==> src/obj_defs.svh <==
`ifndef OBJ_DEFS_SVH
`define OBJ_DEFS_SVH

// line geometry in pixel clocks
`define H_TOTAL 384
`define H_ACTIVE 256

// frame geometry in lines
`define V_TOTAL 264
`define V_ACTIVE_FIRST 16
`define V_ACTIVE_LAST 239

// object table, four bytes per entry
`define OBJ_ENTRIES 32
`define OBJ_PER_LINE 8

// graphics ROM, 32-bit words
`define ROM_AW 15

`endif

==> src/obj_pkg.sv <==
package obj_pkg;

	// table entry as the CPU lays it out
	typedef struct packed {
		logic [9:0] code;
		logic [1:0] palette;
		logic       vflip;
		logic       hflip;
		logic       spare;
		logic       hide;
		logic [7:0] y;
		logic [7:0] x;
	} obj_entry_t;

	// table byte n of an entry sits in lane n
	typedef union packed {
		logic [3:0][7:0] bytes;
		obj_entry_t      entry;
	} obj_word_u;

	// spare set marks the closing strobe, count in x[3:0]
	typedef struct packed {
		logic       we;
		logic [2:0] slot;
		obj_entry_t entry;
	} list_wr_t;

	typedef struct packed {
		logic [4:0] idx;
	} obj_ram_rd_t;

endpackage

==> src/video_pkg.sv <==
package video_pkg;

	// lhbl is high across the visible columns of every line, lvbl across visible lines
	typedef struct packed {
		logic       hinit;
		logic       lhbl;
		logic       lvbl;
		logic [7:0] v;
		logic [8:0] h;
	} video_timing_t;

	typedef struct packed {
		logic       valid;
		logic [1:0] palette;
		logic [3:0] colour;
	} obj_pixel_t;

	// one pixel into the drawing buffer
	typedef struct packed {
		logic       we;
		logic [7:0] x;
		obj_pixel_t pix;
	} buf_wr_t;

endpackage
==> src/obj_scan.sv <==
`timescale 1ns/1ps
`include "obj_defs.svh"

module obj_scan
	import video_pkg::*, obj_pkg::*;
(
	input  logic          clk,
	input  logic          rst,
	input  video_timing_t timing,
	output obj_ram_rd_t   ram_rd,
	input  obj_word_u     ram_q,
	output list_wr_t      list_wr,
	output logic [3:0]    list_count
);

	typedef enum logic [1:0] {S_IDLE, S_ADDR, S_CHECK, S_COUNT} state_t;

	state_t     state;
	logic [4:0] idx;
	logic [3:0] found;
	logic [7:0] target;
	logic [7:0] dy;
	logic       hit;
	logic       last;
	obj_entry_t ent;

	assign ram_rd.idx = idx;
	assign ent = ram_q.entry;

	// rows past 255 wrap back to the top
	assign dy = target - ent.y;
	assign hit = !ent.hide && (dy < 8'd16);
	assign last = (idx == 5'(`OBJ_ENTRIES - 1)) ||
		(found + {3'b000, hit} == 4'(`OBJ_PER_LINE));

	always_ff @(posedge clk) begin
		if (rst) begin
			state <= S_IDLE;
			idx <= '0;
			found <= '0;
			target <= '0;
			list_count <= '0;
			list_wr <= '0;
		end else begin
			list_wr.we <= 1'b0;
			if (timing.hinit) begin
				// v is the line just starting, the list serves two rows down
				state <= S_ADDR;
				idx <= '0;
				found <= '0;
				target <= timing.v + 8'd2;
			end else begin
				case (state)
					S_ADDR: state <= S_CHECK;
					S_CHECK: begin
						if (hit) begin
							list_wr.we <= 1'b1;
							list_wr.slot <= found[2:0];
							list_wr.entry <= ent;
							list_wr.entry.spare <= 1'b0;
							found <= found + 4'd1;
						end
						if (last) begin
							state <= S_COUNT;
						end else begin
							idx <= idx + 5'd1;
							state <= S_ADDR;
						end
					end
					S_COUNT: begin
						// closing strobe carries the count
						list_wr.we <= 1'b1;
						list_wr.slot <= '0;
						list_wr.entry <= '0;
						list_wr.entry.spare <= 1'b1;
						list_wr.entry.x <= {4'd0, found};
						list_count <= found;
						state <= S_IDLE;
					end
					default: state <= S_IDLE;
				endcase
			end
		end
	end

	// slots fill in order and never go past the eighth
	assert property (@(posedge clk) disable iff (rst)
		list_wr.we && !list_wr.entry.spare |->
			(found == {1'b0, list_wr.slot} + 4'd1) && (found <= 4'(`OBJ_PER_LINE)));

endmodule

==> config.mk <==
export PLATFORM = sky130hd
export DESIGN_NAME = obj_scan
export DESIGN_NICKNAME = d
export VERILOG_FILES = /design/src/obj_pkg.sv /design/src/video_pkg.sv /design/src/obj_scan.sv
export VERILOG_INCLUDE_DIRS = /design/src
export SDC_FILE = /design/constraint.sdc
export NUM_CORES = 1
export LEC_CHECK = 0
export BUFFER_PORTS_ARGS = -buffer_cell sky130_fd_sc_hd__buf_2
export CORE_ASPECT_RATIO = 2
export CORE_MARGIN = 2
export CORE_UTILIZATION = 40
export CTS_CLUSTER_SIZE = 30
export DETAILED_ROUTE_END_ITERATION = 7
export PLACE_DENSITY = 0.78
export RECOVER_POWER = 25
export SLEW_MARGIN = 20
export SYNTH_ARGS = -nofsm -noshare
export SYNTH_HDL_FRONTEND = slang
export SYNTH_SLANG_ARGS = --single-unit
==> constraint.sdc <==
create_clock -name clk -period 10.1 [get_ports clk]
set_clock_uncertainty 0.2 [all_clocks]
set_input_delay 2.02 -clock clk [delete_from_list [all_inputs] [get_ports clk]]
set_output_delay 2.02 -clock clk [all_outputs]
set_load 0.01 [all_outputs]
=== Word level (Yosys, flattened, before mapping) ===
Cells that the tools add are included.

* Add/sub/neg operators: 5
* Magnitude comparators: 1
* Equality and inequality tests: 6
* Mux-type cells: 5
* Bitwise gates (word level): 2
* Reduce and logical (&&, ||, !) cells: 9

{| class="wikitable"
|+ Operators by type and width
! kind !! number
|-
| 36-bit one-hot mux with 2 select lines || 1
|-
| 36-bit two-way mux || 1
|-
| 8-bit by 2-bit adder with 8-bit output (second input constant) || 1
|-
| 8-bit by 5-bit less-than comparator with 1-bit output (second input constant) || 1
|-
| 8-bit subtractor || 1
|-
| 2-bit AND reduction || 3
|-
| 5-bit by 1-bit adder with 5-bit output (second input constant) || 1
|-
| 5-bit equality test (second input constant) || 1
|-
| 4-bit by 1-bit adder with 4-bit output || 1
|-
| 4-bit by 1-bit adder with 4-bit output (second input constant) || 1
|-
| 2-bit equality test (second input constant) || 2
|-
| 4-bit equality test (second input constant) || 1
|-
| 2-bit one-hot mux with 2 select lines || 1
|-
| 3-bit AND reduction || 1
|-
| 2-bit by 1-bit equality test with 1-bit output (second input constant) || 1
|-
| 2-bit two-way mux || 1
|-
| 2-bit inequality test (second input constant) || 1
|-
| 1-bit inverter || 2
|-
| 2-bit nonzero test || 1
|-
| 2-bit OR reduction || 1
|-
| 1-bit logical AND || 1
|-
| 1-bit logical NOT || 1
|-
| 1-bit logical OR || 1
|-
| 1-bit two-way mux || 1
|}

* Register bits: 59
* Bits of input ports: 54
* Output and inout port bits: 45
* Word-level logic and storage cells: 44

=== Longest topological paths before layout ===
* Depth after elaboration: 9
* Mapped depth: 16
* Depth with buffers taken out: 15

=== Worst setup path before layout ===
No wires, ideal clock.

* Kind: input port to flip-flop
* Start: input ram_q[10] in the netlist's numbering
* End: register idx[3], in the netlist ram_rd[3]
* Setup time: 128 ps
* Arrival: 5,031 ps
* Data required time: 9,772 ps
* Path slack: 4,742 ps
* Stages: 16
* Buffers on the path: 1
* Cell sequence: inv_1 ha_1 a21o_1 a31o_1 a21oi_2 xnor2_2 clkbuf_1 nor2_1 ha_1 ha_1 xor2_1 nor3_1 a211oi_1 nand4_1 xor2_1 nor2_1

* Longest elaborated chain between the ends: 8

{| class="wikitable"
|+ RTL lines
! element !! line !! RTL
|-
| start, declared || obj_scan.sv:11 || <nowiki>input obj_word_u ram_q,</nowiki>
|-
| 8-bit subtractor || obj_scan.sv:31 || <nowiki>assign dy = target - ent.y;</nowiki>
|-
| 8-bit by 5-bit less-than comparator with 1-bit output || obj_scan.sv:32 || <nowiki>assign hit = !ent.hide && (dy < 8'd16);</nowiki>
|-
| 1-bit logical AND || obj_scan.sv:32 ||
|-
| 4-bit by 1-bit adder with 4-bit output || obj_scan.sv:34 || <nowiki>(found + {3'b000, hit} == 4'(`OBJ_PER_LINE));</nowiki>
|-
| 4-bit equality test || obj_scan.sv:34 ||
|-
| 1-bit logical OR || obj_scan.sv:33 || <nowiki>assign last = (idx == 5'(`OBJ_ENTRIES - 1)) ||</nowiki>
|-
| 1-bit inverter (no source line) || n/a ||
|-
| 2-bit AND reduction (no source line) || n/a ||
|-
| end signal, assigned || obj_scan.sv:66 || <nowiki>idx <= idx + 5'd1;</nowiki>
|-
| end, declared || obj_scan.sv:19 || <nowiki>logic [4:0] idx;</nowiki>
|}

Every way passes these cells.
A chain may end at the register's enable or synchronous reset.

=== Worst setup path after layout ===
Same ends and word-level chain as after synthesis.

==> summary.txt <==
Status
  • Status: finished with violations
  • Failing checks: max-capacitance violations, max-slew violations

Floorplanning
  • Row cnt: 44
  • Die ar.: 8000 sq um
  • Die width: 64.3 microns
  • Die Ht: 125 microns
  • I/O Pins: 99
  • Initial Util: 40.6%
  • Core ar.: 7160 sq um

STA
  • Final hold slack: 0.260 ns
  • Hold Violations, Final: 0
  • Fin Setup TNS: 0 ns
  • Pins Over Slew Limit: 50
  • Min cycle time layout: 5.40 ns
  • Fmax: around 190 MHz
  • Period utilisation layout: 53.5%
  • RSZ-0062 raised after global routing: false
  • Rel. slew slack: -42.5%
  • Setup violators final: 0
  • Worst slew pin tran: roughly 2.1 ns

Global routing
  • Largest net degree at the start of global routing: 50
  • All-Layer GR Usage: 18.2%
  • Global route overflow: 0
  • Global-route wire length before repair: 11,800 microns
  • Initial antenna violation count: 0
  • Vias in the first global route: 2,584

Worst setup path
  • Crit path max fanout: 37
  • CP max stage delay: approximately 0.62 ns
  • Critical path arrival: around 5.4 ns
  • Crit-path cells: buf_2, inv_1, ha_1, a21o_1, a31o_1, a21oi_2, xnor2_2, buf_4, nor2_1, ha_1, ha_1, xor2_1, nor3_1, a211oi_1, nand4_1, xor2_1, nor2_1
  • Crit path top cell by count: ha_1
  • Critical Path RT: 10.11 ns
  • Crit Path Class: input pin to flop
  • Crit end category: flop
  • CP bufs+invs: 3
  • Crit-path leading delay family: compound AO/OA/AOI/OAI gates
  • Crit path max-delay cell type: a211oi_1
  • CP Launch Type: input pin

Job
  • Max-cap violation count: 1

Yosys
  • Synth Register Bits: between 50 and 60
  • Area contributors post-synth: dfxtp_1 (41%), a21oi_1 (7.9%), o211ai_1 (7.8%)
  • Syn Nets: 406
  • Mean Syn Cell Area: 8.62 sq um
  • Async SR Flop Fraction: 0%
  • Mapped Cells: 337
  • Synth cell types: 43
  • Number of synthesized flops with an enable pin: 0
  • Register area share after synthesis: around 41%
  • Post-synth top area cell: dfxtp_1
  • Post-synthesis instance area: ~2900 sq um
  • Synth top area share: approximately 41%
  • Ys Warns: 0
  • Most used flip-flop cell after synthesis: dfxtp_1

Cells and area
  • Most frequent cells in the layout: buf_2 (69), dfxtp_1 (59), a21oi_1 (46)
  • Layout area overhead: 26.9%
  • Fraction of layout cells with a size suffix above 1: between 20% and 30%
  • ANT cells: 0
  • Leading cell type in the layout, fill and taps excluded: buf_2
  • FILL cells: between 600 and 700
  • Final Net Count: 482

CTS
  • Total CTS buffers: 9
  • Post-CTS Setup Bufs: 0
  • CTS tree: yes
  • Hold_buf cts: 0
  • Cts repair resizes: 0
  • Clk pin slew, worst setup/hold paths: 0.05 ns
  • H-tree level count: 3
  • CTS Root Cell: clkbuf_16
  • Max Buffers Root-to-Sink: 2
  • Clock sinks: 59
  • Clock latency on the worst-skew pair: between 0.3 and 0.4 ns

Placed design
  • Input/output buffers: 86
  • Placer congestion estimate: 0.789
  • Dpl hpwl: 4780 microns

Route
  • Initial drt markers: 171
  • Via Count: about 2.7k
  • Final WL: around 7100 microns
  • DR WL/cell: 14.0 microns
  • Routed vias/inst: around 5.4
  • Post-route ant nets: 0
  • Drt pass-1 iters: 4
  • Residual DRC: 0

Power and ir drop
  • Comb pwr share: 10.5%
  • Leak: 0.00155 uW
  • VDD IR max: 139 uV
  • NetSw: 150 uW
  • Total Power: 635 uW
  • Sw Ratio: 23.6%
  • PwrDens: around 170 nW/um^2
  • Clock share of power: 52.1%
  • Int Power: approximately 490 uW
  • Sequential share of power: 37.4%

Worst hold path
  • Worst Hold Class: flop to flop
[layout make-up]
cell class	instances	area (sq um)	share of cell area [%]
repair buffers	89	432	11.7
clock buffers	11	253	6.86
multi-input cells	235	1560	42.3
inverters	19	71.3	1.93
well taps	92	115	3.12
clock inverters	5	75.1	2.04
flip-flops and latches	59	1180	32.0
[through the flow]
step           area (sq um)  setup slack, ns  cells  util (%)
2_1_floorplan          2900             4.74    337         -
3_3_place_gp           3380             4.38    494      47.2
3_5_place_dp           3380             4.36    494      47.2
4_1_cts                3700             4.67    510      51.8
5_1_grt                3690             4.39    510      51.5
6_report               3690             4.70    510      51.5
[state kept, by name (all words and copies together), names as in the netlist]
register	cells
ram_rd	5
target	8
found	4
state	2
list_wr	36
list_count	4
[cells in the mapped netlist, types with 3 or more instances]
| cell | count |
|---|---|
| dfxtp_1 | 59 |
| a21oi_1 | 46 |
| nand3_1 | 36 |
| nor2_1 | 36 |
| o211ai_1 | 30 |
| inv_1 | 19 |
| ha_1 | 15 |
| clkbuf_1 | 13 |
| buf_2 | 9 |
| a211oi_1 | 7 |
| a21o_1 | 6 |
| xnor2_1 | 6 |
| mux2i_1 | 5 |
| xor2_1 | 5 |
| a221oi_1 | 4 |
| nand2_1 | 4 |
| nor3_1 | 3 |
| o21ai_0 | 3 |
[final timing paths]
check | slack (ns) | depth (start not counted) | start | end
setup / recovery | 4.70 | 17 | ram_q[10] | ram_rd[3]
hold / removal | 0.26 | 2 | list_wr[3] | list_wr[3]
setup reg to reg | 6.21 | 15 | target[2] | ram_rd[3]
hold reg to reg | 0.26 | 2 | list_wr[3] | list_wr[3]
[layer usage]
layer | GRT usage (%) | vias up | part of all wire (%)
li1 | - | 1377 | -
met1 | 22.8 | 1270 | 45
met2 | 30.1 | 89 | 48
met3 | 4.70 | 9 | 6.5
met4 | 5.63 | 0 | 1.3
met5 | 0 | - | 0
[power by group through the flow]
stage	clock network, uW	logic (uW)	registers [uW]
3_3_place_gp	0	65.8	242
5_1_grt	347	73.5	237
6_report	331	66.6	237
2_1_floorplan	0	45.9	242
3_5_place_dp	0	66.0	242
4_1_cts	336	66.6	237
[worst reg2reg max path, stage by stage (launching register included)]
cell and delay (ns):
dfxtp_1 0.32, ha_1 0.32, a21o_1 0.19, a31o_1 0.22, a21oi_2 0.25, xnor2_2 0.13, buf_4 0.37, nor2_1 0.11
ha_1 0.24, ha_1 0.20, xor2_1 0.13, nor3_1 0.08, a211oi_1 0.62, nand4_1 0.19, xor2_1 0.16, nor2_1 0.05
[cell families after synthesis]
| group | count (synthesis) | synth area share [%] |
|---|---|---|
| simple gates | 91 | 15.2 |
| buf+inv | 43 | 5.95 |
| compound gates | 111 | 25.6 |
| mux | 5 | 1.72 |
| fa+ha+maj | 15 | 6.46 |
| flops | 59 | 40.7 |
| xor+xnor | 13 | 4.44 |
Power figures use the tool's default switching activity.
