==> config.mk <==
export PLATFORM = sky130hd
export DESIGN_NAME = obj_linebuf
export DESIGN_NICKNAME = d
export VERILOG_FILES = /design/src/obj_pkg.sv /design/src/video_pkg.sv /design/src/obj_linebuf.sv
export VERILOG_INCLUDE_DIRS = /design/src
export SDC_FILE = /design/constraint.sdc
export NUM_CORES = 2
export LEC_CHECK = 0
export BUFFER_PORTS_ARGS = -buffer_cell sky130_fd_sc_hd__buf_2
export CAP_MARGIN = 15
export CORE_UTILIZATION = 50
export DETAILED_ROUTE_END_ITERATION = 12
export HOLD_SLACK_MARGIN = 0.05
export MAX_ROUTING_LAYER = met4
export PLACE_DENSITY = 0.61
export SYNTH_ARGS = -nofsm -noshare
export SYNTH_HDL_FRONTEND = slang
export SYNTH_SLANG_ARGS = --single-unit
export TNS_END_PERCENT = 100
==> constraint.sdc <==
create_clock -name clk -period 4.12 [get_ports clk]
set_input_delay 0.206 -clock clk [delete_from_list [all_inputs] [get_ports clk]]
set_output_delay 0.206 -clock clk [all_outputs]
set_load 0.1 [all_outputs]
==> src/obj_defs.svh <==
`ifndef OBJ_DEFS_SVH
`define OBJ_DEFS_SVH

// line geometry in pixel clocks
`define H_TOTAL 384
`define H_ACTIVE 256

// frame geometry in lines
`define V_TOTAL 264
`define V_ACTIVE_FIRST 16
`define V_ACTIVE_LAST 239

// object table, four bytes per entry
`define OBJ_ENTRIES 32
`define OBJ_PER_LINE 8

// graphics ROM, 32-bit words
`define ROM_AW 15

`endif

==> src/obj_pkg.sv <==
package obj_pkg;

	// table entry as the CPU lays it out
	typedef struct packed {
		logic [9:0] code;
		logic [1:0] palette;
		logic       vflip;
		logic       hflip;
		logic       spare;
		logic       hide;
		logic [7:0] y;
		logic [7:0] x;
	} obj_entry_t;

	// table byte n of an entry sits in lane n
	typedef union packed {
		logic [3:0][7:0] bytes;
		obj_entry_t      entry;
	} obj_word_u;

	// spare set marks the closing strobe, count in x[3:0]
	typedef struct packed {
		logic       we;
		logic [2:0] slot;
		obj_entry_t entry;
	} list_wr_t;

	typedef struct packed {
		logic [4:0] idx;
	} obj_ram_rd_t;

endpackage

==> src/video_pkg.sv <==
package video_pkg;

	// lhbl is high across the visible columns of every line, lvbl across visible lines
	typedef struct packed {
		logic       hinit;
		logic       lhbl;
		logic       lvbl;
		logic [7:0] v;
		logic [8:0] h;
	} video_timing_t;

	typedef struct packed {
		logic       valid;
		logic [1:0] palette;
		logic [3:0] colour;
	} obj_pixel_t;

	// one pixel into the drawing buffer
	typedef struct packed {
		logic       we;
		logic [7:0] x;
		obj_pixel_t pix;
	} buf_wr_t;

endpackage
==> src/obj_linebuf.sv <==
`timescale 1ns/1ps
`include "obj_defs.svh"

module obj_linebuf
	import video_pkg::*, obj_pkg::*;
(
	input  logic          clk,
	input  logic          rst,
	input  video_timing_t timing,
	input  list_wr_t      list_wr,
	input  logic [2:0]    list_rd_slot,
	output obj_entry_t    list_q,
	output logic [3:0]    list_count,
	input  buf_wr_t       buf_wr,
	output obj_pixel_t    pixel
);

	obj_entry_t lists [3][`OBJ_PER_LINE];
	logic [3:0] counts [3];
	logic [1:0] fill_sel;
	logic [1:0] draw_sel;

	logic [5:0]                cbuf [2][`H_ACTIVE];
	logic [1:0][`H_ACTIVE-1:0] filled;
	logic                      draw_buf;

	logic       rd_en;
	logic       rd_buf;
	logic [7:0] rd_addr;
	logic       er_en;
	logic       er_buf;
	logic [7:0] er_addr;

	// draw reads the list filled on the previous line
	assign draw_sel = (fill_sel == 2'd0) ? 2'd2 : fill_sel - 2'd1;
	assign list_q = lists[draw_sel][list_rd_slot];
	assign list_count = counts[draw_sel];

	always_ff @(posedge clk) begin
		if (rst) begin
			fill_sel <= '0;
			draw_buf <= 1'b0;
			counts <= '{default: '0};
		end else begin
			if (timing.hinit) begin
				fill_sel <= (fill_sel == 2'd2) ? 2'd0 : fill_sel + 2'd1;
				draw_buf <= ~draw_buf;
			end
			if (list_wr.we && list_wr.entry.spare) begin
				counts[fill_sel] <= list_wr.entry.x[3:0];
			end
		end
	end

	always_ff @(posedge clk) begin
		if (list_wr.we && !list_wr.entry.spare) begin
			lists[fill_sel][list_wr.slot] <= list_wr.entry;
		end
		if (buf_wr.we) begin
			cbuf[draw_buf][buf_wr.x] <= {buf_wr.pix.palette, buf_wr.pix.colour};
		end
	end

	// a clear flag reads as colour 15
	always_ff @(posedge clk) begin
		if (rst) begin
			filled <= '0;
		end else begin
			if (er_en) begin
				filled[er_buf][er_addr] <= 1'b0;
			end
			if (buf_wr.we) begin
				filled[draw_buf][buf_wr.x] <= 1'b1;
			end
		end
	end

	// column address, then data, then erase one clock later
	always_ff @(posedge clk) begin
		rd_addr <= timing.h[7:0];
		rd_buf <= ~draw_buf;
		er_addr <= rd_addr;
		er_buf <= rd_buf;
	end

	// pixel and valid lag h and lhbl by two clocks
	always_ff @(posedge clk) begin
		if (rst) begin
			rd_en <= 1'b0;
			er_en <= 1'b0;
			pixel <= '0;
		end else begin
			rd_en <= timing.lhbl;
			er_en <= rd_en;
			pixel.valid <= rd_en;
			if (rd_en && filled[rd_buf][rd_addr]) begin
				{pixel.palette, pixel.colour} <= cbuf[rd_buf][rd_addr];
			end else begin
				{pixel.palette, pixel.colour} <= {2'b00, 4'hf};
			end
		end
	end

	// drawing never lands in the buffer being shown or erased
	assert property (@(posedge clk) disable iff (rst)
		buf_wr.we |-> !(rd_en && rd_buf == draw_buf) && !(er_en && er_buf == draw_buf));

endmodule

Yosys cells after proc, flatten, opt, wreduce, memory -nomap -nowiden:

Memories as Yosys holds them, arrays and structs flattened. A register that Yosys moved wholly into a read port is not among the register bits.
Cells that the tools add are included.

* bits in writable memories: 3840
* memories: 2
* bits of input ports: 77
* bits in latches: 0
* memory bits (read-only): 0
* flip-flop bits (word level): 553
* output and inout port bits: 43
* word-level logic and storage cells: 101

* bitwise logic cells: 11
* shifts and indexed selects: 0
* reductions and logical operators: 13
* divide/modulo/power cells: 0
* multiplexer cells: 38
* multiply operators: 0
* $lt $le $gt $ge: 19
* $add $sub $neg: 2
* eq/ne operators: 1

Memory list
* cbuf: depth 2, width 1536, rd ports 1, clocked after Yosys merged registers in 1, write ports 1, line obj_linebuf.sv:23 `` logic [5:0] cbuf [2][`H_ACTIVE]; ``
* lists: depth 3, width 256, rd ports 1, clocked after Yosys merged registers in 0, write ports 1, line obj_linebuf.sv:18 `` obj_entry_t lists [3][`OBJ_PER_LINE]; ``

Operator list (count)
* $mux W1536: 1
* $mux W512: 3
* $mux W256: 5
* $and A512 B512 Y512: 1
* $demux W256 S1: 2
* $not A512 Y512: 1
* $or A512 B512 Y512: 1
* $bmux W32 S3: 1
* $demux W32 S3: 1
* $mux W32: 3
* $bmux W6 S8: 1
* $demux W6 S8: 1
* $lt A8 B9 Y1 const B: 3
* $ge A9 B9 Y1 const B: 2
* $mux W6: 3
* $not A8 Y9: 2
* $demux W1 S8: 2
* $ge A8 B1 Y1 const B: 2
* $mux W4: 4
* $bwmux W12: 1
* $logic_and A1 B1 Y1: 10
* $lt A9 B1 Y1 const B: 1
* $bmux W1 S8: 1
* $bmux W4 S2: 1
* other kinds (18): 31

Logic depth before layout (Yosys ltp):

* word-level depth: 12
* gate-level depth with buffers: 16
* gate-level depth less buffers: 8

Least setup slack after synthesis:

OpenSTA, ideal clock, no wires.

* path type: flip-flop to output port
* from: register fill_sel[0]
* to: output port list_count[0]
* data required time: 3.914 ns
* stages on the path, launching flop included: 9
* arrival time: 4.070 ns
* path buffers: 4
* slack: -0.156 ns
* cell sequence: dfxtp_1 -> inv_1 -> ha_1 -> clkbuf_1 -> clkbuf_1 -> clkbuf_1 -> buf_1 -> mux2i_1 -> o21ai_0

* word-level cells in the longest chain between the ends: 6
* elaborated cells between the ends (all ways): 7
* classes of those cells: 1 x add/sub; 4 x mux; 1 x bitwise; 1 x reduce/logical

Ends and longest elaborated chain
* start: declaration: line obj_linebuf.sv:20 `logic [1:0] fill_sel;`
* start signal: assignment: line obj_linebuf.sv:46 `fill_sel <= (fill_sel == 2'd2) ? 2'd0 : fill_sel + 2'd1;`
* $sub A2 B1 Y2 / $logic_not A2 Y1 (equally long branches): line obj_linebuf.sv:35 `assign draw_sel = (fill_sel == 2'd0) ? 2'd2 : fill_sel - 2'd1;`
* $mux W2 *: line obj_linebuf.sv:35
* $not A2 Y3 (not written as such) *: line obj_linebuf.sv:37 `assign list_count = counts[draw_sel];`
* $bmux W4 S2 *: line obj_linebuf.sv:37
* $mux W4 (not written as such) * (2 in a row): line obj_linebuf.sv:37
* end: declaration: line obj_linebuf.sv:13 `output logic [3:0] list_count,`

Every way passes the cells marked *; elsewhere a longest branch is shown, timed or not. The select of a mux whose other input is x is not followed.

Worst setup path after layout:

* from: register rd_addr[1]
* to: register pixel[3] in the netlist's numbering

* word-level cells in the longest chain between the ends: 5
* elaborated cells between the ends (all ways): 8
* classes of those cells: 6 x mux; 1 x bitwise; 1 x reduce/logical

Ends and longest elaborated chain
* start: declaration: line obj_linebuf.sv:29 `logic [7:0] rd_addr;`
* start signal: assignment: line obj_linebuf.sv:80 `rd_addr <= timing.h[7:0];`
* $not A8 Y9 (not written as such): line obj_linebuf.sv:97 `{pixel.palette, pixel.colour} <= cbuf[rd_buf][rd_addr];`
* $bmux W6 S8: line obj_linebuf.sv:97
* $mux W6 (not written as such) (2 in a row): line obj_linebuf.sv:97
* $mux W4 *: line obj_linebuf.sv:96 `if (rd_en && filled[rd_buf][rd_addr]) begin`
* end: declaration: line obj_linebuf.sv:15 `output obj_pixel_t pixel`

Marked as above.
A chain may end at the register's enable or synchronous reset.

==> results.py <==
metrics = {
    "timing": {
        "rsz0062_at_grt": "true",
        "max_freq_mhz": 243,
        "final_hold_viol_count": 0,
        "fin_skew_ns": 0.0651,
        "tightest_slew_ns": 1.30,
        "setup_violations": 0,
        "report.final.slew_viol_count": 0,
        "fin_crit_ns": 4.11,
        "relSlewSlack_pct": 13.4,
        "period_share_pct": 99.7,
    },
    "route": {
        "viasPerCell": 6.38,
        "drt_iter0_markers": 13400,
        "drc": 0,
        "routed_wl_microns": 517000,
        "dr.pass1.iters": 7,
        "final_antenna_net_count": 0,
        "vias": 97500,
        "wire_per_inst_microns": 33.9,
    },
    "die": {
        "core_sq_um": 344000,
        "io_pins": 120,
        "die_y_microns": 591,
        "rows": 215,
        "start_util_pct": 50.4,
        "die-area_sq_um": 349000,
        "die_w_microns": 591,
    },
    "cts": {
        "clock_latency_ns": 1.01,
        "root_buffer": "clkbuf_16",
        "clockBufferDepth": 4,
        "clk_pin_slew_worst_paths_ns": 0.06,
        "clock-sinks": 4393,
        "cts-htree-levels": 5,
        "cts_buffers": 443,
        "cts_tree": "yes",
    },
    "synthesis": {
        "synth.top_cell.area_share_pct": 66.5,
        "synth_area_leaders": "edfxtp_1, mux4_2, dfxtp_1, o21ai_0, mux2i_1",
        "synthTopCellsByCount": "edfxtp_1, mux4_2, nand2_1, o21ai_0, a21oi_1",
        "yosysMostFrequentCell": "edfxtp_1",
        "synthCells": 9840,
        "synth_nets": 9920,
        "synth_seq_cells": 4393,
        "post_synth.cell_area_avg_sq_um": 17.6,
        "synthFlopType": "edfxtp_1",
        "synth_cell_types": 71,
        "synth_area_leader_cell": "edfxtp_1",
        "async_reset_ff_share_pct": 0,
        "syn_area_sq_um": 173000,
        "ys_seq_area_share_pct": 72.9,
        "synth_warnings": 0,
        "synth_edf_count": 3840,
    },
    "status": {
        "status": "finished, final reports clean",
    },
    "pwr": {
        "cellLeakagePower_nw": 67.4,
        "irDropWorstVdd_uv": 417,
        "p_per_area_nw_per_um2": 483,
        "finalPower_mw": 95.3,
    },
    "cells_and_area": {
        "final_nets": 10400,
        "syn_to_final_growth_pct": 13.8,
        "final_util_pct": 57.4,
        "fillers": 25700,
        "drive_above_1_share_pct": 22.6,
    },
    "worst_setup_path": {
        "ff2ff_path_depth": 9,
        "crit_arrival_ns": 4.98,
        "critPathMaxFanout": 22,
        "critPathKind": "reg -> reg",
        "crit_path_start_kind": "flip-flop",
        "end_kind": "flip-flop",
        "critPathRequiredTime_ns": 4.99,
    },
    "global_routing": {
        "track_usage_pct": 30.4,
        "grt_overflow_total": 0,
        "first_global_vias": 96200,
        "antenna_found_initial": 47,
        "grt_pass1_wl_microns": 727000,
        "grt_max_degree": 166,
    },
    "job": {
        "maxCapViolations": 0,
    },
    "placed_design": {
        "routabilityCongestion": 0.975,
        "portBuffers": 108,
        "hpwl_microns": 338000,
    },
    "worst_hold_path": {
        "hold_path_class": "in -> reg",
        "min_delay_path_depth": 3,
    },
}
## critical path, cell delays in order (launching register included)
cell,delay [ns]
dfxtp_4,0.72
buf_12,0.29
inv_2,0.26
nand2_1,0.76
o21ai_0,0.21
a2111oi_1,0.82
buf_4,0.26
nor4_1,0.06
buf_4,0.19
o41ai_1,0.36
## kinds of logic (layout without fill, tap and decap cells)
kind of cell / Yosys count / in the layout / synth area share, %
AO/OA/AOI/OAI: 1594 / 1594 / 5.10
XOR/XNOR: 1 / 1 / 0.00505
adder cells (fa/ha/maj): 3 / 3 / 0.0217
buffers and inverters: 1153 / 2005 / 2.87
flip-flops: 4393 / 4393 / 72.9
multiplexers: 1453 / 1453 / 16.1
other: 0 / 31 / 0
AND/OR/NAND/NOR: 1243 / 1243 / 3.03
## path summary, 6_finish.rpt
| path | from | endpoint | slack (ns) |
|---|---|---|---|
| max reg2reg | rd_addr[1] | pixel[3] | 0.01 |
| min | timing[18] | rd_en | 0.11 |
| min reg2reg | filled[210] | filled[210] | 0.47 |
| max | rd_addr[1] | pixel[3] | 0.01 |
## through the flow
stage | TNS, ns | instances | cell area (sq um) | hold slack (ns) | worst slack (ns)
after floorplan | 0 | 9840 | 173000 | 0.234 | 0.595
after global placement | -0.440 | 14300 | 182000 | 0.308 | -0.194
after CTS | 0 | 15200 | 197000 | 0.0531 | 0.00851
after global routing | -0.0316 | 15300 | 197000 | 0.0892 | -0.0315
final | 0 | 15300 | 197000 | 0.106 | 0.0112
after detailed placement | -0.867 | 14300 | 182000 | 0.310 | -0.304
## report_power, final
part	total (mW)	internal, mW	switching, mW
sequential	48.5	48.4	0.110
combinational	6.57	2.32	4.25
clock	40.2	22.9	17.3
total	95.3	73.7	21.7
## state kept, by name, indices dropped and copies added, names as in the netlist
| name | count |
|---|---|
| cbuf | 3072 |
| counts | 12 |
| draw_buf | 1 |
| er_addr | 8 |
| er_buf | 1 |
| er_en | 1 |
| fill_sel | 2 |
| filled | 512 |
| lists | 768 |
| pixel | 6 |
| rd_addr | 8 |
| rd_buf | 1 |
| rd_en | 1 |
## layer usage
| layer | routed length, microns | up-vias | GRT usage [%] |
|---|---|---|---|
| li1 | - | 39700 | - |
| met1 | 200000 | 51000 | 40.5 |
| met2 | 239000 | 5515 | 45.7 |
| met3 | 52300 | 1254 | 6.38 |
| met4 | 26900 | 0 | 13.3 |
| met5 | 0 | - | - |
## what timing repair did
| item | CTS | global route |
|---|---|---|
| setup endpoints to repair | 6 | 11 |
| hold endpoints to repair | 1845 | 0 |
| resized for setup | 6 | 6 |
| hold buffers | 75 | 0 |
| buffers inserted | 5 | 0 |
## cell type report
cell class	count	area [sq um]	area share, %
Clock inverter	244	2490	1.26
Clock buffer	587	12000	6.09
Timing Repair Buffer	650	6240	3.16
Antenna cell	31	77.6	0.0393
Inverter	524	1970	0.999
Multi-Input combinational cell	4294	42500	21.5
Tap cell	4557	5700	2.89
Sequential cell	4393	126000	64.0
## cell usage in the layout (no fill, tap or decap), types with 50 or more instances in the layout
cell           count
dlygate4sd3_1     75
a21oi_1          563
a22oi_1           79
nand3_1           50
clkbuf_1         109
inv_1            518
clkbuf_16        449
nor2_1           118
buf_4            360
mux2i_1          356
nand2_1          811
buf_12           107
dfxtp_1          545
edfxtp_1        3840
buf_2             99
clkinv_2          70
mux4_2          1056
clkinv_1          97
o21ai_0          721
Power figures use the tool's default switching activity.
