$ cat src/obj_defs.svh
`ifndef OBJ_DEFS_SVH
`define OBJ_DEFS_SVH

// line geometry in pixel clocks
`define H_TOTAL 384
`define H_ACTIVE 256

// frame geometry in lines
`define V_TOTAL 264
`define V_ACTIVE_FIRST 16
`define V_ACTIVE_LAST 239

// object table, four bytes per entry
`define OBJ_ENTRIES 32
`define OBJ_PER_LINE 8

// graphics ROM, 32-bit words
`define ROM_AW 15

`endif

$ cat src/obj_pkg.sv
package obj_pkg;

	// table entry as the CPU lays it out
	typedef struct packed {
		logic [9:0] code;
		logic [1:0] palette;
		logic       vflip;
		logic       hflip;
		logic       spare;
		logic       hide;
		logic [7:0] y;
		logic [7:0] x;
	} obj_entry_t;

	// table byte n of an entry sits in lane n
	typedef union packed {
		logic [3:0][7:0] bytes;
		obj_entry_t      entry;
	} obj_word_u;

	// spare set marks the closing strobe, count in x[3:0]
	typedef struct packed {
		logic       we;
		logic [2:0] slot;
		obj_entry_t entry;
	} list_wr_t;

	typedef struct packed {
		logic [4:0] idx;
	} obj_ram_rd_t;

endpackage

$ cat src/video_pkg.sv
package video_pkg;

	// lhbl is high across the visible columns of every line, lvbl across visible lines
	typedef struct packed {
		logic       hinit;
		logic       lhbl;
		logic       lvbl;
		logic [7:0] v;
		logic [8:0] h;
	} video_timing_t;

	typedef struct packed {
		logic       valid;
		logic [1:0] palette;
		logic [3:0] colour;
	} obj_pixel_t;

	// one pixel into the drawing buffer
	typedef struct packed {
		logic       we;
		logic [7:0] x;
		obj_pixel_t pix;
	} buf_wr_t;

endpackage
$ cat src/obj_draw.sv
`timescale 1ns/1ps
`include "obj_defs.svh"

module obj_draw
	import video_pkg::*, obj_pkg::*;
(
	input  logic               clk,
	input  logic               rst,
	input  video_timing_t      timing,
	output logic [2:0]         list_rd_slot,
	input  obj_entry_t         list_q,
	input  logic [3:0]         list_count,
	output logic [`ROM_AW-1:0] rom_addr,
	input  logic [31:0]        rom_data,
	output buf_wr_t            buf_wr
);

	logic        start;
	logic        busy;
	logic        tail;
	logic [2:0]  slot;
	logic [4:0]  cnt;
	logic [7:0]  target;
	obj_entry_t  ent;
	logic [3:0]  row;
	logic [3:0]  row_q;
	logic [31:0] w0;
	logic [31:0] w1;
	logic        emit;
	logic [3:0]  px;
	logic [31:0] word;
	logic [3:0]  colour;
	logic [8:0]  col;

	// four bit planes, one byte each, leftmost pixel in bit 7
	function automatic logic [3:0] pick(input logic [31:0] w, input logic [2:0] i,
			input logic flip);
		logic [2:0] b;
		b = flip ? i : 3'd7 - i;
		return {w[24 + b], w[16 + b], w[8 + b], w[b]};
	endfunction

	assign list_rd_slot = slot;
	assign row = 4'(target - list_q.y) ^ {4{list_q.vflip}};

	always_ff @(posedge clk) begin
		if (rst) begin
			start <= 1'b0;
			busy <= 1'b0;
			tail <= 1'b0;
			slot <= '0;
			cnt <= '0;
			target <= '0;
		end else begin
			start <= timing.hinit;
			tail <= busy && (cnt == 5'd17);
			if (timing.hinit) begin
				target <= timing.v + 8'd1;
			end
			if (start) begin
				// lists swapped on hinit, count is for this row now
				busy <= list_count != 4'd0;
				slot <= 3'(list_count - 4'd1);
				cnt <= '0;
			end else if (busy) begin
				if (cnt == 5'd17) begin
					cnt <= '0;
					if (slot == 3'd0) begin
						busy <= 1'b0;
					end else begin
						slot <= slot - 3'd1;
					end
				end else begin
					cnt <= cnt + 5'd1;
				end
			end
		end
	end

	// left half first, hflip swaps which ROM half that is
	always_ff @(posedge clk) begin
		if (rst) begin
			rom_addr <= '0;
		end else if (busy && cnt == 5'd0) begin
			rom_addr <= {list_q.code, list_q.hflip, row};
		end else if (busy && cnt == 5'd1) begin
			rom_addr <= {ent.code, ~ent.hflip, row_q};
		end
	end

	always_ff @(posedge clk) begin
		if (busy && cnt == 5'd0) begin
			ent <= list_q;
			row_q <= row;
		end
		if (busy && cnt == 5'd2) begin
			w0 <= rom_data;
		end
		if (busy && cnt == 5'd3) begin
			w1 <= rom_data;
		end
	end

	// last pixel of a sprite spills into the next cycle
	assign emit = tail || (busy && cnt >= 5'd3);
	assign px = tail ? 4'd15 : 4'(cnt - 5'd3);
	assign word = px[3] ? w1 : w0;
	assign colour = pick(word, px[2:0], ent.hflip);
	assign col = {1'b0, ent.x} + {5'd0, px};

	always_ff @(posedge clk) begin
		if (rst) begin
			buf_wr.we <= 1'b0;
		end else begin
			buf_wr.we <= emit && (colour != 4'hf) && (col < 9'(`H_ACTIVE));
		end
		buf_wr.x <= col[7:0];
		buf_wr.pix.valid <= 1'b1;
		buf_wr.pix.palette <= ent.palette;
		buf_wr.pix.colour <= colour;
	end

endmodule

$ cat config.mk
export PLATFORM = sky130hd
export DESIGN_NAME = obj_draw
export DESIGN_NICKNAME = d
export VERILOG_FILES = /design/src/obj_pkg.sv /design/src/video_pkg.sv /design/src/obj_draw.sv
export VERILOG_INCLUDE_DIRS = /design/src
export SDC_FILE = /design/constraint.sdc
export NUM_CORES = 1
export LEC_CHECK = 0
export ABC_AREA = 1
export BUFFER_PORTS_ARGS = -buffer_cell sky130_fd_sc_hd__clkbuf_2
export CAP_MARGIN = 0
export CORE_MARGIN = 3
export CORE_UTILIZATION = 58
export CTS_CLUSTER_SIZE = 40
export DETAILED_ROUTE_END_ITERATION = 8
export GPL_TIMING_DRIVEN = 1
export PLACE_DENSITY = 0.89
export SLEW_MARGIN = 20
export SYNTH_ARGS = -nofsm -noshare
export SYNTH_HDL_FRONTEND = slang
export SYNTH_SLANG_ARGS = --single-unit
$ cat constraint.sdc
create_clock -name clk -period 6.2 [get_ports clk]
set_input_delay 1.24 -clock clk [delete_from_list [all_inputs] [get_ports clk]]
set_output_delay 1.24 -clock clk [all_outputs]
set_load 0.02 [all_outputs]
### Word level (Yosys, flattened, before mapping)

Index checks and enable logic that the tools add are counted.

* flip-flop bits (word level): 134
* bits of input ports: 90
* output and inout bits: 34
* logic and storage cells: 82

* add/subtract/negate cells: 11
* magnitude comparators: 6
* eq/ne operators: 6
* mux-type cells: 22
* bitwise logic cells: 2
* reduce and logical (&&, ||, !) cells: 17

Operators with widths (number)
* 32-bit two-way mux: 1
* 15-bit two-way mux: 2
* 1-bit binary-select mux with 5-bit select: 3
* 3-bit two-way mux: 5
* 5-bit by 3-bit adder with 6-bit output, first input constant: 2
* 6-bit < comparator, second input constant: 2
* 5-bit by 2-bit equality test with 1-bit output, second input constant: 2
* 8-bit by 4-bit adder with 9-bit output: 1
* 9-bit < comparator, second input constant: 1
* 1-bit logical AND: 8
* 1-bit two-way mux: 8
* 3-bit by 6-bit < comparator with 1-bit output, second input constant: 1
* 5-bit by 6-bit < comparator with 1-bit output, second input constant: 1
* 2-bit nonzero test: 3
* 3-bit by 1-bit subtractor with 3-bit output, second input constant: 2
* 4-bit by 3-bit adder with 5-bit output, first input constant: 1
* 5-bit by 1-bit adder with 5-bit output, second input constant: 1
* 5-bit by 1-bit equality test with 1-bit output, second input constant: 1
* 5-bit equality test, second input constant: 1
* 5-bit by 2-bit >= comparator with 1-bit output, second input constant: 1
* 5-bit zero test: 1
* 5-bit two-way mux: 1
* 4-bit by 1-bit adder with 4-bit output, second input constant: 1
* 4-bit two-way mux: 1
* other kinds (13): 13

### Logic depth before layout (Yosys ltp)

* depth after elaboration: 10
* depth in mapped cells: 13

### Worst setup path before layout

No wires, ideal clock.

* kind: register -> register
* start: reg cnt[0]
* end: reg w1[0] (enable)
* library setup time: 0.501 ns
* arrival: 3.772 ns
* setup slack: 1.927 ns
* cell stages (with the launch flop): 4
* buffers on the path: 0
* cell sequence: dfxtp_1 > ha_1 > inv_1 > nor4_1

* longest elaborated chain between the ends: 2

Ends and longest elaborated chain
* start: declaration: RTL line obj_draw.sv:22 `logic [4:0] cnt;`
* start signal: assignment: RTL line obj_draw.sv:74 `cnt <= cnt + 5'd1;`
* 5-bit by 2-bit equality test with 1-bit output: RTL line obj_draw.sv:99 `if (busy && cnt == 5'd3) begin`
* 1-bit logical AND: RTL line obj_draw.sv:99
* end signal: assignment: RTL line obj_draw.sv:100 `w1 <= rom_data;`
* end: declaration: RTL line obj_draw.sv:28 `logic [31:0] w1;`

Every way passes these cells.
A chain may end at the register's enable or synchronous reset.

### Final worst setup path

* start: reg cnt[0]
* end: reg buf_wr[15] in the netlist's numbering

* longest elaborated chain between the ends: 10
* elaborated cells between the ends (all ways): 24

Ends and longest elaborated chain
* 4-bit by 2-bit subtractor with 4-bit output: RTL line obj_draw.sv:106 `assign px = tail ? 4'd15 : 4'(cnt - 5'd3);`
* 4-bit two-way mux: RTL line obj_draw.sv:106
* 3-bit subtractor: RTL line obj_draw.sv:39 `b = flip ? i : 3'd7 - i;`
* 3-bit two-way mux: RTL line obj_draw.sv:39
* 5-bit by 3-bit adder with 6-bit output or 4-bit by 3-bit adder with 5-bit output (tied branches): RTL line obj_draw.sv:40 `return {w[24 + b], w[16 + b], w[8 + b], w[b]};`
* 1-bit binary-select mux with 5-bit select: RTL line obj_draw.sv:40
* 1-bit two-way mux (not written as such): RTL line obj_draw.sv:40
* 4-bit != test: RTL line obj_draw.sv:115 `` buf_wr.we <= emit && (colour != 4'hf) && (col < 9'(`H_ACTIVE)); ``
* 1-bit logical AND: RTL line obj_draw.sv:115
* 1-bit logical AND *: RTL line obj_draw.sv:115
* end: declaration: RTL line obj_draw.sv:15 `output buf_wr_t buf_wr`

Mark *: on every way between the ends. The rest lies on a longest branch, timed or not. The select of a mux whose other input is x is not followed.

==> key figures <==
Placement
  • Cell Area, Placed: just over 6000 um2
  • HPWL after DPL: 8.023 mm
  • Port bufs: approximately 100
  • Gpl congestion: roughly 0.85

Logic synthesis
  • Syn Inst Count: between 500 and 600
  • Area leader, netlist: edfxtp_1
  • Yosys warns: 0
  • Mapped Area: between 5000 and 6000 um2
  • Synth top area cells: edfxtp_1 (47%), dfxtp_1 (16%), nand3_1 (5.5%)
  • #FFs+latches synth: 134
  • Unique masters post-synth: 31
  • Syn Area/Cell: around 11 um2
  • Sequential area share after synthesis: 0.6341
  • Yosys top cell area share: 0.4742
  • Synth Net Count: approximately 630

Route
  • ANT nets after route: 0
  • DR pass1 iterations: 6
  • Routed met1 length: ~4.8 mm
  • Drt wl/cell: about 16 um
  • Starting DRT DRC Count: roughly 390
  • Vias per Instance: between 5 and 6
  • Vias: about 4300
  • Met2 wire len: between 6 and 7 mm
  • Routed wire length: 12.42 mm
  • Met3 WL: roughly 930 um
  • Top layer in use: met4
  • DRC Markers: 0

Timing
  • Fin. Hold Viols: 0
  • Max Slew Vio Count: 0
  • Worst hold margin: 341.9 ps
  • Fmax: between 200 and 300 MHz
  • Setup Viol. Count Final: 0
  • Setup TNS: 0 ps
  • Final min period: ~3900 ps
  • Normalized max-slew margin: 0.2366
  • Least-Margin Pin Slew: 1142 ps
  • RSZ-0062 raised after global routing: no
  • Fin crit share: 0.6253
  • Setup Skew: roughly 6.1 ps

Floorplan
  • # IOs: around 120
  • Row cnt: 35
  • Initial Util: 0.6042
  • Die footprint: 10930 um2
  • Core area: 9328 um2
  • Die width: 104.6 um
  • Die Span Y: approximately 100 um

Clock tree
  • H-tree depth: 4
  • Number of setup buffers added after CTS: 0
  • Root Buffer: clkbuf_8
  • Clock Path Buffers: 2
  • Worst skew pair latency: roughly 530 ps
  • Hold_buf cts: 0
  • Post-cts sizing count: 0
  • CTS buffer count: 17
  • Clock-pin slew on the worst setup and hold paths: about 60 ps
  • TritonCTS clock tree: built
  • CTS sink count: between 100 and 150

Critical path
  • Worst EP required: about 6600 ps
  • Top cell family by delay on the critical path: simple AND/OR/NAND/NOR gates
  • Cells along the critical path: nand2_1, nand2_1, nand2_1, nand3_2, ha_1, nand2_1, o21ai_0, nand2_1, nor2_1, nand3_1, nand3_1, a21oi_1
  • Crit-path max FO: 33
  • Slowest CP cell: nand3_2
  • Most Frequent Cell on Critical Path: nand2_1
  • Max incr delay on CP: roughly 840 ps
  • Crit path DAT: 4290 ps
  • Critical path class: reg -> reg
  • CP startpoint kind: flop
  • Crit. End Element: flop
  • Worst path bufs/invs: 0

Final layout
  • Inserted Diodes: 0
  • Final instance area: 6778 um2
  • Net count, final: 735
  • Share of layout cells above drive strength 1: 0.2302
  • Area Overhead vs Synth: 20.27%

GRT
  • Vias in the first global route: 4299
  • Global-route wire length before repair: roughly 21 mm
  • Antenna violations before repair: 0
  • Tot GR Track Use: 0.2368
  • GRT Residual Overflow: 0
  • Pin count of the biggest net entering global routing: 37

Flow run
  • # Max-Cap Violations: 0

Pwr
  • Leak pwr: approximately 0.0028 uW
  • PD cells: roughly 320 nW/um2
  • Worst VDD drop: 0.3515 mV

Min path
  • Hold Crit Class: reg -> reg

Outcome
  • Status: finished, final reports clean
stage by stage:
| stage | setup slack, ps | std cells | total power (uW) | util |
|---|---|---|---|---|
| 2_1_floorplan | 1927 | 527 | 1199 | - |
| 3_3_place_gp | 2456 | 740 | 1276 | 0.6680 |
| 3_5_place_dp | 2410 | 740 | 1290 | 0.6680 |
| 4_1_cts | 2369 | 772 | 2201 | 0.7266 |
| 5_1_grt | 2003 | 772 | 2278 | 0.7266 |
| 6_report | 2323 | 772 | 2195 | 0.7266 |
cell usage in the layout (no fill, tap or decap), types with 2 or more instances in the layout:
| master | count |
|---|---|
| nand2_1 | 72 |
| buf_4 | 3 |
| a31oi_1 | 2 |
| inv_1 | 54 |
| nor3_1 | 4 |
| edfxtp_1 | 89 |
| o21ai_0 | 29 |
| clkbuf_16 | 16 |
| xor2_1 | 13 |
| clkbuf_2 | 101 |
| nand2_2 | 2 |
| a21oi_1 | 22 |
| ha_1 | 13 |
| inv_2 | 4 |
| nand3_1 | 62 |
| xnor2_1 | 6 |
| nor2_1 | 41 |
| nand4_1 | 32 |
| clkinv_2 | 3 |
| a211oi_1 | 3 |
| dfxtp_1 | 45 |
| inv_6 | 3 |
| clkinvlp_4 | 3 |
| clkinv_4 | 4 |
| nor2_2 | 3 |
| fa_1 | 2 |
per-layer routing:
layer	vias up	global-route usage
met5	-	0
met4	0	0.07873
met3	27	0.06609
met2	203	0.4110
met1	2043	0.2855
li1	2043	-
path summary, 6_finish.rpt:
check	startpoint	endpoint	slack, ps	cells after the start
worst max-delay path	cnt[0]	buf_wr[15]	2320	12
worst min-delay path	ent[20]	buf_wr[4]	340	0
worst max register to register	cnt[0]	buf_wr[15]	2320	12
worst min register to register	ent[20]	buf_wr[4]	340	0
registers in the layout (all words and copies together), names as in the netlist:
register and count:
tail 1, start 1, busy 1, cnt 5
w1 32, target 4, list_rd_slot 3, w0 32
ent 21, rom_addr 15, row_q 4, buf_wr 15
power breakdown:
group	leakage, uW	internal, uW	total (uW)	switching, uW
sequential	0.00118	998	1020	19.6
combinational	0.00140	88.6	259	170
clock	0.000262	534	918	384
total	0.00284	1620	2200	574
cell families (layout without fill, tap and decap cells):
kind of cell / count (synthesis) / count (layout) / share of synthesized area
simple gates: 218 / 218 / 0.1774
flops: 134 / 134 / 0.6341
buf+inv: 78 / 194 / 0.05684
compound gates: 59 / 59 / 0.05595
xor+xnor: 21 / 21 / 0.03730
fa+ha+maj: 15 / 15 / 0.03597
other cells: 1 / 1 / 0.0006654
mux: 1 / 1 / 0.001776
layout make-up:
cell class,count,area (um2)
flip-flops and latches,134,3573
fillers,619,2550
multi-input cells,315,1750
repair buffers,104,528.0
clock buffers,18,417.9
inverters,58,217.7
well taps,129,161.4
clock inverters,14,128.9
synthesized netlist by cell type:
master and count:
dfxtp_1 45, nand3_2 1, mux2i_1 1, xnor2_1 6, nand4_1 32, ha_1 13
inv_1 54, buf_4 5, a21oi_1 22, a211oi_1 3, o21ai_0 29, nor2_2 2
nand2_2 2, conb_1 1, xor2_2 1, fa_1 2, nand3_1 62, clkbuf_1 8
a31oi_1 2, inv_2 4, o221ai_1 1, o211ai_1 1, buf_2 7, xor2_4 1
xor2_1 13, edfxtp_1 89, nor2_1 42, nor4_1 1, a221oi_1 1, nor3_1 4
nand2_1 72
Note: power is estimated with default switching activity, not from simulation.
